==> config.mk <==
export PLATFORM = sky130hd
export DESIGN_NAME = ahb_apb_bridge_top
export DESIGN_NICKNAME = d
export VERILOG_FILES = /design/src/hw/apb_bridge_pkg.sv /design/src/hw/ahb_req_capture.sv /design/src/hw/apb_phase_sequencer.sv /design/src/hw/apb_slave_decode.sv /design/src/hw/ahb_apb_bridge_top.sv
export SDC_FILE = /design/constraint.sdc
export NUM_CORES = 1
export LEC_CHECK = 0
export BUFFER_PORTS_ARGS = -buffer_cell sky130_fd_sc_hd__buf_2
export CAP_MARGIN = 15
export CORE_AREA = 4 4 124 126
export DETAILED_ROUTE_END_ITERATION = 8
export DIE_AREA = 0 0 128 130
export GPL_TIMING_DRIVEN = 0
export HOLD_SLACK_MARGIN = 0.12
export PLACE_DENSITY = 0.71
export SLEW_MARGIN = 20
export SYNTH_ARGS = -nofsm -noshare
export SYNTH_HDL_FRONTEND = slang
export SYNTH_HIERARCHICAL = 1
export SYNTH_SLANG_ARGS = --single-unit
export TNS_END_PERCENT = 10
==> constraint.sdc <==
create_clock -name i_hclk -period 3 [get_ports i_hclk]
set_input_delay 0.6 -clock i_hclk [delete_from_list [all_inputs] [get_ports i_hclk]]
set_output_delay 0.6 -clock i_hclk [all_outputs]
set_load 0.01 [all_outputs]
==> src/hw/apb_bridge_pkg.sv <==
/*
 * Shared widths, codes and address map of the AHB-Lite to APB bridge.
 * RTL files refer to these by scoped names.
 */
package apb_bridge_pkg;

    // ##################################################################
    // Bus widths
    // ##################################################################
    localparam int ADDR_W = 32;
    localparam int DATA_W = 32;
    localparam int STRB_W = DATA_W / 8;

    typedef logic [ADDR_W-1:0] addr_t;
    typedef logic [DATA_W-1:0] data_t;
    typedef logic [STRB_W-1:0] strb_t;

    // ##################################################################
    // AHB codes
    // ##################################################################
    localparam int HTRANS_W = 2;

    localparam logic [2:0] HSIZE_BYTE = 3'd0;
    localparam logic [2:0] HSIZE_HALF = 3'd1;
    localparam logic [2:0] HSIZE_WORD = 3'd2;

    localparam logic [1:0] HRESP_OKAY  = 2'd0;
    localparam logic [1:0] HRESP_ERROR = 2'd1;

    // ##################################################################
    // APB address map
    // ##################################################################
    localparam int NUM_SLAVES  = 4;
    localparam int SLV_IDX_W   = 2;        // log2 of NUM_SLAVES.
    localparam int REGION_BITS = 12;       // 4 KB per slave.

    // Slave k sits at MAP_BASE + k * 4 KB.
    localparam addr_t MAP_BASE = 32'h4000_0000;

endpackage

==> src/hw/ahb_req_capture.sv <==
/*
 * AHB-Lite side of the bridge. Accepts single transfers, registers the
 * request for the APB sequencer and returns hreadyout, hresp and hrdata
 * when the sequencer reports the end of the transfer.
 */
`timescale 1ns/1ps

module ahb_req_capture
(
    input  logic                                  i_hclk,
    input  logic                                  i_hrst_n,
    input  logic                                  i_hsel,
    input  logic                                  i_hreadyin,
    input  logic [apb_bridge_pkg::HTRANS_W-1:0]   i_htrans,
    input  apb_bridge_pkg::addr_t                 i_haddr,
    input  logic                                  i_hwrite,
    input  logic [2:0]                            i_hsize,
    input  apb_bridge_pkg::data_t                 i_hwdata,
    input  logic                                  i_xfer_done,
    input  logic                                  i_xfer_err,
    input  apb_bridge_pkg::data_t                 i_xfer_rdata,
    output logic                                  o_hreadyout,
    output logic [1:0]                            o_hresp,
    output apb_bridge_pkg::data_t                 o_hrdata,
    output logic                                  o_req_start,
    output apb_bridge_pkg::addr_t                 o_req_addr,
    output logic                                  o_req_write,
    output apb_bridge_pkg::strb_t                 o_req_strb,
    output apb_bridge_pkg::data_t                 o_req_wdata
);

    logic                  accept;
    apb_bridge_pkg::strb_t byte_en;

    // Only bit 1 of htrans separates NONSEQ/SEQ from IDLE/BUSY.
    assign accept = i_hsel & i_htrans[1] & i_hreadyin & o_hreadyout;

    // ##################################################################
    // Byte lanes from size and low address bits
    // ##################################################################
    always_comb
    begin
        byte_en = '0;                                      // Misaligned.
        case (i_hsize)
            apb_bridge_pkg::HSIZE_BYTE:
                byte_en = apb_bridge_pkg::strb_t'(4'b0001) << i_haddr[1:0];
            apb_bridge_pkg::HSIZE_HALF:
                if (!i_haddr[0])
                    byte_en = i_haddr[1] ? apb_bridge_pkg::strb_t'(4'b1100)
                                         : apb_bridge_pkg::strb_t'(4'b0011);
            apb_bridge_pkg::HSIZE_WORD:
                if (i_haddr[1:0] == 2'b00)
                    byte_en = '1;
            default:
                byte_en = '0;
        endcase
    end

    // ##################################################################
    // Handshake toward master and sequencer
    // ##################################################################
    always_ff @(posedge i_hclk or negedge i_hrst_n)
    begin
        if (!i_hrst_n)
        begin
            o_hreadyout <= 1'b1;
            o_hresp     <= apb_bridge_pkg::HRESP_OKAY;
            o_req_start <= 1'b0;
        end
        else
        begin
            o_req_start <= accept;                         // Data phase follows.
            if (accept)
                o_hreadyout <= 1'b0;
            else if (i_xfer_done)
                o_hreadyout <= 1'b1;
            // One cycle of ERROR alongside the rising hreadyout.
            o_hresp <= (i_xfer_done && i_xfer_err) ? apb_bridge_pkg::HRESP_ERROR
                                                   : apb_bridge_pkg::HRESP_OKAY;
        end
    end

    // Address phase fields.
    always_ff @(posedge i_hclk)
    begin
        if (accept)
        begin
            o_req_addr  <= i_haddr;
            o_req_write <= i_hwrite;
            o_req_strb  <= byte_en;
        end
    end

    always_ff @(posedge i_hclk)
    begin
        if (o_req_start)
            o_req_wdata <= i_hwdata;                       // Write data phase.
        if (i_xfer_done && !o_req_write)
            o_hrdata <= i_xfer_rdata;                      // Held until next read.
    end

    // The APB side only starts and finishes while the master is stalled.
    a_outstanding_stall : assert property (@(posedge i_hclk) disable iff (!i_hrst_n)
        (o_req_start || i_xfer_done) |-> !o_hreadyout);

endmodule

==> src/hw/apb_phase_sequencer.sv <==
/*
 * APB phase state machine. Waits for a start from the AHB side, then runs
 * setup and access phases on the edges where the APB clock enable is high.
 */
`timescale 1ns/1ps

module apb_phase_sequencer
(
    input  logic                   i_hclk,
    input  logic                   i_hrst_n,
    input  logic                   i_pclk_en,
    input  logic                   i_req_start,
    input  logic                   i_pready,
    input  logic                   i_pslverr,
    input  apb_bridge_pkg::data_t  i_prdata,
    output logic                   o_psel,
    output logic                   o_penable,
    output logic                   o_xfer_done,
    output logic                   o_xfer_err,
    output apb_bridge_pkg::data_t  o_xfer_rdata
);

    typedef enum logic [1:0]
    {
        ST_IDLE   = 2'd0,
        ST_SETUP  = 2'd1,
        ST_ACCESS = 2'd2
    } state_t;

    state_t state;
    logic   pending;                                       // Start not yet served.
    logic   xfer_end;

    assign xfer_end  = (state == ST_ACCESS) & i_pready & i_pclk_en;

    assign o_psel    = (state != ST_IDLE);
    assign o_penable = (state == ST_ACCESS);

    // ##################################################################
    // Phase sequence
    // ##################################################################
    always_ff @(posedge i_hclk or negedge i_hrst_n)
    begin
        if (!i_hrst_n)
        begin
            state       <= ST_IDLE;
            pending     <= 1'b0;
            o_xfer_done <= 1'b0;
            o_xfer_err  <= 1'b0;
        end
        else
        begin
            o_xfer_done <= 1'b0;
            case (state)
                ST_IDLE:
                    if ((pending || i_req_start) && i_pclk_en)
                    begin
                        state   <= ST_SETUP;
                        pending <= 1'b0;
                    end
                    else if (i_req_start)
                        pending <= 1'b1;
                ST_SETUP:
                    if (i_pclk_en)
                        state <= ST_ACCESS;
                ST_ACCESS:
                    if (xfer_end)
                    begin
                        state       <= ST_IDLE;
                        o_xfer_done <= 1'b1;
                        o_xfer_err  <= i_pslverr;
                    end
                default:
                    state <= ST_IDLE;
            endcase
        end
    end

    always_ff @(posedge i_hclk)
    begin
        if (xfer_end)
            o_xfer_rdata <= i_prdata;
    end

    // Access is always preceded by a setup cycle.
    a_setup_first : assert property (@(posedge i_hclk) disable iff (!i_hrst_n)
        o_penable |-> $past(o_psel));

    // The AHB side never starts a transfer on top of a running one.
    a_start_idle : assert property (@(posedge i_hclk) disable iff (!i_hrst_n)
        i_req_start |-> (state == ST_IDLE) && !pending);

endmodule

==> src/hw/apb_slave_decode.sv <==
/*
 * Combinational APB decoder. Turns the shared address into one select per
 * 4 KB slave region and routes the selected slave's response back.
 */
`timescale 1ns/1ps

module apb_slave_decode
(
    input  logic                                                 i_psel,
    input  apb_bridge_pkg::addr_t                                i_paddr,
    input  logic [apb_bridge_pkg::NUM_SLAVES-1:0]                i_slv_pready,
    input  logic [apb_bridge_pkg::NUM_SLAVES-1:0]                i_slv_pslverr,
    input  logic [apb_bridge_pkg::NUM_SLAVES*apb_bridge_pkg::DATA_W-1:0] i_slv_prdata,
    output logic [apb_bridge_pkg::NUM_SLAVES-1:0]                o_slv_psel,
    output logic                                                 o_pready,
    output logic                                                 o_pslverr,
    output apb_bridge_pkg::data_t                                o_prdata
);

    localparam int WIN_LO = apb_bridge_pkg::REGION_BITS + apb_bridge_pkg::SLV_IDX_W;

    logic [apb_bridge_pkg::SLV_IDX_W-1:0] slv_idx;
    logic                                 hit;
    logic                                 unmapped;

    // Upper bits pick the window, the next bits pick the slave.
    assign hit      = (i_paddr[apb_bridge_pkg::ADDR_W-1:WIN_LO] ==
                       apb_bridge_pkg::MAP_BASE[apb_bridge_pkg::ADDR_W-1:WIN_LO]);
    assign slv_idx  = i_paddr[apb_bridge_pkg::REGION_BITS +: apb_bridge_pkg::SLV_IDX_W];
    assign unmapped = i_psel & ~hit;

    assign o_slv_psel = (i_psel && hit) ? (apb_bridge_pkg::NUM_SLAVES'(1) << slv_idx) : '0;

    // Unmapped access completes at once with an error.
    assign o_pready  = (|(o_slv_psel & i_slv_pready))  | unmapped;
    assign o_pslverr = (|(o_slv_psel & i_slv_pslverr)) | unmapped;
    assign o_prdata  = i_slv_prdata[slv_idx*apb_bridge_pkg::DATA_W +: apb_bridge_pkg::DATA_W];

    always_comb
    begin
        a_psel_onehot : assert ($onehot0(o_slv_psel) && (i_psel || o_slv_psel == '0))
            else $error("slave select not one-hot or active without psel");
    end

endmodule

==> src/hw/ahb_apb_bridge_top.sv <==
/*
 * AHB-Lite to APB bridge with four 4 KB APB slaves.
 * i_pclk_en is high for one hclk cycle on every APB clock edge.
 */
`timescale 1ns/1ps

module ahb_apb_bridge_top
(
    input  logic                                                 i_hclk,
    input  logic                                                 i_hrst_n,
    input  logic                                                 i_pclk_en,
    // AHB-Lite slave port.
    input  logic                                                 i_hsel,
    input  logic                                                 i_hreadyin,
    input  apb_bridge_pkg::addr_t                                i_haddr,
    input  logic [apb_bridge_pkg::HTRANS_W-1:0]                  i_htrans,
    input  logic                                                 i_hwrite,
    input  logic [2:0]                                           i_hsize,
    input  apb_bridge_pkg::data_t                                i_hwdata,
    output logic                                                 o_hreadyout,
    output logic [1:0]                                           o_hresp,
    output apb_bridge_pkg::data_t                                o_hrdata,
    // APB master port.
    output logic [apb_bridge_pkg::NUM_SLAVES-1:0]                o_psel,
    output apb_bridge_pkg::addr_t                                o_paddr,
    output logic                                                 o_penable,
    output logic                                                 o_pwrite,
    output apb_bridge_pkg::data_t                                o_pwdata,
    output apb_bridge_pkg::strb_t                                o_pstrb,
    input  logic [apb_bridge_pkg::NUM_SLAVES-1:0]                i_pready,
    input  logic [apb_bridge_pkg::NUM_SLAVES-1:0]                i_pslverr,
    input  logic [apb_bridge_pkg::NUM_SLAVES*apb_bridge_pkg::DATA_W-1:0] i_prdata
);

    logic                  req_start;
    logic                  xfer_done;
    logic                  xfer_err;
    apb_bridge_pkg::data_t xfer_rdata;
    logic                  root_psel;
    logic                  root_pready;
    logic                  root_pslverr;
    apb_bridge_pkg::data_t root_prdata;

    ahb_req_capture u_capture
    (
        .i_hclk       (i_hclk),
        .i_hrst_n     (i_hrst_n),
        .i_hsel       (i_hsel),
        .i_hreadyin   (i_hreadyin),
        .i_htrans     (i_htrans),
        .i_haddr      (i_haddr),
        .i_hwrite     (i_hwrite),
        .i_hsize      (i_hsize),
        .i_hwdata     (i_hwdata),
        .i_xfer_done  (xfer_done),
        .i_xfer_err   (xfer_err),
        .i_xfer_rdata (xfer_rdata),
        .o_hreadyout  (o_hreadyout),
        .o_hresp      (o_hresp),
        .o_hrdata     (o_hrdata),
        .o_req_start  (req_start),
        .o_req_addr   (o_paddr),
        .o_req_write  (o_pwrite),
        .o_req_strb   (o_pstrb),
        .o_req_wdata  (o_pwdata)
    );

    apb_phase_sequencer u_sequencer
    (
        .i_hclk       (i_hclk),
        .i_hrst_n     (i_hrst_n),
        .i_pclk_en    (i_pclk_en),
        .i_req_start  (req_start),
        .i_pready     (root_pready),
        .i_pslverr    (root_pslverr),
        .i_prdata     (root_prdata),
        .o_psel       (root_psel),
        .o_penable    (o_penable),
        .o_xfer_done  (xfer_done),
        .o_xfer_err   (xfer_err),
        .o_xfer_rdata (xfer_rdata)
    );

    apb_slave_decode u_decode
    (
        .i_psel        (root_psel),
        .i_paddr       (o_paddr),
        .i_slv_pready  (i_pready),
        .i_slv_pslverr (i_pslverr),
        .i_slv_prdata  (i_prdata),
        .o_slv_psel    (o_psel),
        .o_pready      (root_pready),
        .o_pslverr     (root_pslverr),
        .o_prdata      (root_prdata)
    );

endmodule

==> impl_metrics.env <==
export IMPL_ctsResizeCount=0
export IMPL_end_kind="primary output"
export IMPL_post_drt_wl_per_cell_um=18.3
export IMPL_drt_iter0_drc=182
export IMPL_startpoint_type="register"
export IMPL_fillerInstances=1168
export IMPL_maxCapViolations=0
export IMPL_cp_required_ns=2.40
export IMPL_final_nets=784
export IMPL_cts_root_buffer="clkbuf_16"
export IMPL_drc=0
export IMPL_clk_pin_slew_ns=0.06
export IMPL_cts_tree="done"
export IMPL_core_area_um2=14300
export IMPL_port_buffers=317
export IMPL_hpwl_mm=11.3
export IMPL_dr_wl_met2_mm=7.32
export IMPL_drv_slew=0
export IMPL_rsz0062_at_grt="no"
export IMPL_gp_congestion=0.808
export IMPL_synth_largest_area_cell="edfxtp_1"
export IMPL_min_period_ns=2.73
export IMPL_antenna_found_initial=1
export IMPL_crit_chain="nor4_1, nand4_1, nor4_1, buf_2"
export IMPL_highest_layer="met5"
export IMPL_post_cts_setup_buffers=0
export IMPL_drive_above_1_share=0.683
export IMPL_seq_area_frac_synth=0.784
export IMPL_wl_met1_mm=5.17
export IMPL_cp_max_fo=6
export IMPL_synth_cells=234
export IMPL_cts_inserted_buffers=17
export IMPL_ys_types=37
export IMPL_die_h_um=130
export IMPL_cts_htree_levels=4
export IMPL_fin_setup_tns_ns=0
export IMPL_grt_pass1_wl_mm=20.3
export IMPL_critical_path_class="reg -> out"
export IMPL_peakVddDrop_uv=362
export IMPL_hold_path_class="in -> reg"
export IMPL_initial_utilization=0.374
export IMPL_finalSetupViolations=0
export IMPL_yosysWarningCount=6
export IMPL_firstDrtPassIters=4
export IMPL_status="finished clean"
export IMPL_fin_cells=770
export IMPL_max_freq_ghz=0.367
export IMPL_cpPeakStageDelay_ns=0.42
export IMPL_timing_critical_path_mode_cell="nor4_1"
export IMPL_timing_final_crit_share=0.909
export IMPL_grt_pass1_vias=3752
export IMPL_ant_nets=0
export IMPL_vias=3584
export IMPL_drt_total_wl_mm=14.1
export IMPL_grt_usage=0.166
export IMPL_worstPathArrival_ns=2.13
export IMPL_crit_path_top_delay_cell="edfxtp_1"
export IMPL_synth_seq_cells=141
export IMPL_p_per_area_nw_per_um2=629
export IMPL_hold_viol=0
export IMPL_cts_sinks=141
export IMPL_syn_nets=445
export IMPL_finalClockSkew_ns=0.0156
export IMPL_num_rows=44
export IMPL_yosysTopAreaCellShare=0.746
export IMPL_holdBufCountCts=1
export IMPL_leakagePower_nw=3.24
export IMPL_synth_area_leaders="edfxtp_1 (75%), mux4_2 (14%), dfrtp_1 (3.3%)"
export IMPL_routed_via_density=4.65
export IMPL_grt_max_degree=35
export IMPL_globalRouteOverflowTotal=0
export IMPL_clock_latency_ns=0.42
export IMPL_die_w_um=128
export IMPL_crit_buf_inv=1
export IMPL_diodes=0
export IMPL_placedCellCount=737
export IMPL_maxSlewHeadroom=0.516
export IMPL_io_pins=320
export IMPL_syn_area_um2=5350
export IMPL_path_delay_family="simple AND/OR/NAND/NOR gates"
export IMPL_synth_area_per_cell_um2=22.9
export IMPL_clk_path_buf_depth=2
export IMPL_area_delta_synth_final_pct=46.7
export IMPL_worstMarginPinSlew_ns=0.726
export IMPL_dr_wl_met3_mm=1.33
export IMPL_dieArea_um2=16600
## kinds of logic (layout without fill, tap and decap cells)
family,count (synthesis),after routing,share of synthesized area
compound gates,12,12,0.0154
mux,35,35,0.146
buf+inv,13,365,0.0129
other cells,1,1,0.000701
simple gates,31,31,0.0393
flops,141,141,0.784
xor+xnor,1,1,0.00164
## worst paths after layout
kind                                       endpoint                          from  slack [ns]  cells past startpoint
hold reg to reg              u_capture/o_hrdata[28]  u_sequencer/o_xfer_rdata[28]        0.41                      0
max in group asynchronous     u_capture/o_hreadyout                      i_hrst_n        2.20                      2
setup / recovery                          o_psel[3]      u_capture/o_req_addr[17]        0.27                      4
hold / removal             u_capture/o_req_addr[12]                   i_haddr[12]        0.35                      1
setup reg to reg             u_sequencer/o_xfer_err      u_capture/o_req_addr[17]        0.69                      5
min in group asynchronous   u_sequencer/o_xfer_done                      i_hrst_n        0.56                      2
## sequential cells by signal, summed over array words and instances (netlist names)
register / flops
u_sequencer/o_xfer_rdata: 32
u_sequencer/o_xfer_done: 1
u_capture/o_req_start: 1
u_capture/o_req_strb: 4
u_capture/o_hresp: 1
u_sequencer/pending: 1
u_capture/o_hreadyout: 1
u_capture/o_hrdata: 32
u_capture/o_req_write: 1
u_sequencer/state: 2
u_capture/o_req_addr: 32
u_capture/o_req_wdata: 32
u_sequencer/o_xfer_err: 1
## per-stage QoR
stage / utilization / worst slack [ns] / cell area, um^2 / hold slack [ns] / total power [mW]
after CTS: 0.548 / 0.211 / 7850 / 0.331 / 5.00
after global placement: 0.501 / 0.107 / 7170 / 0.400 / 2.78
after detailed placement: 0.504 / 0.626 / 7220 / 0.405 / 2.81
final: 0.548 / 0.274 / 7850 / 0.352 / 4.94
after global routing: 0.548 / 0.123 / 7850 / 0.330 / 5.13
after floorplan: - / 0.681 / 5350 / 0.304 / 2.56
## synth_stat cells, drive strengths merged
cell     number
or4b          1
nor2          5
a21oi         3
o211a         1
nand4bb       1
or2b          2
or4           1
o31a          2
nand4         1
and4          1
nand2b        1
nor4          6
dfrtp         7
or4bb         1
mux2          1
a2111oi       1
a211oi        1
mux4         34
xor2          1
conb          1
nor4b         1
nand2         4
edfxtp      133
or3b          1
nor2b         2
a31oi         1
and2          1
o21ai         2
inv           3
and3          2
buf           8
dfstp         1
o211ai        1
clkbuf        2
## routing by layer
metal | vias to the layer above | GRT usage
li1 | 1670 | -
met1 | 1713 | 0.191
met2 | 179 | 0.280
met3 | 20 | 0.0610
met4 | 2 | 0.0737
met5 | - | 0
## placed cells by master (no fill, tap or decap), drive strengths merged, types with 2 or more instances in the layout
cell | Yosys | routed
clkinvlp | 0 | 4
clkinv | 0 | 4
nor2 | 5 | 5
dfrtp | 7 | 7
buf | 8 | 327
nor4 | 6 | 6
mux4 | 34 | 34
edfxtp | 133 | 133
or2b | 2 | 2
bufinv | 0 | 4
clkbuf | 2 | 20
inv | 3 | 5
nand2 | 4 | 4
nor2b | 2 | 2
and3 | 2 | 2
a21oi | 3 | 3
o31a | 2 | 2
o21ai | 2 | 2
## cell type report
| cell class | instances | area, um^2 | area share |
|---|---|---|---|
| flip-flops and latches | 141 | 4200 | 0.535 |
| repair buffers | 320 | 1640 | 0.209 |
| multi-input cells | 80 | 1090 | 0.140 |
| clock buffers | 18 | 429 | 0.0547 |
| well taps | 184 | 230 | 0.0293 |
| clock inverters | 14 | 191 | 0.0244 |
| plain buffers | 10 | 57.6 | 0.00733 |
| inverters | 3 | 11.3 | 0.00143 |
## report_power, final
| part | leakage, nW | internal [mW] | switching, mW |
|---|---|---|---|
| sequential | 1.31 | 2.27 | 0.0460 |
| combinational | 1.64 | 0.244 | 0.209 |
| clock | 0.293 | 1.39 | 0.781 |
| total | 3.24 | 3.90 | 1.04 |
(Power assumes the default switching activity.)
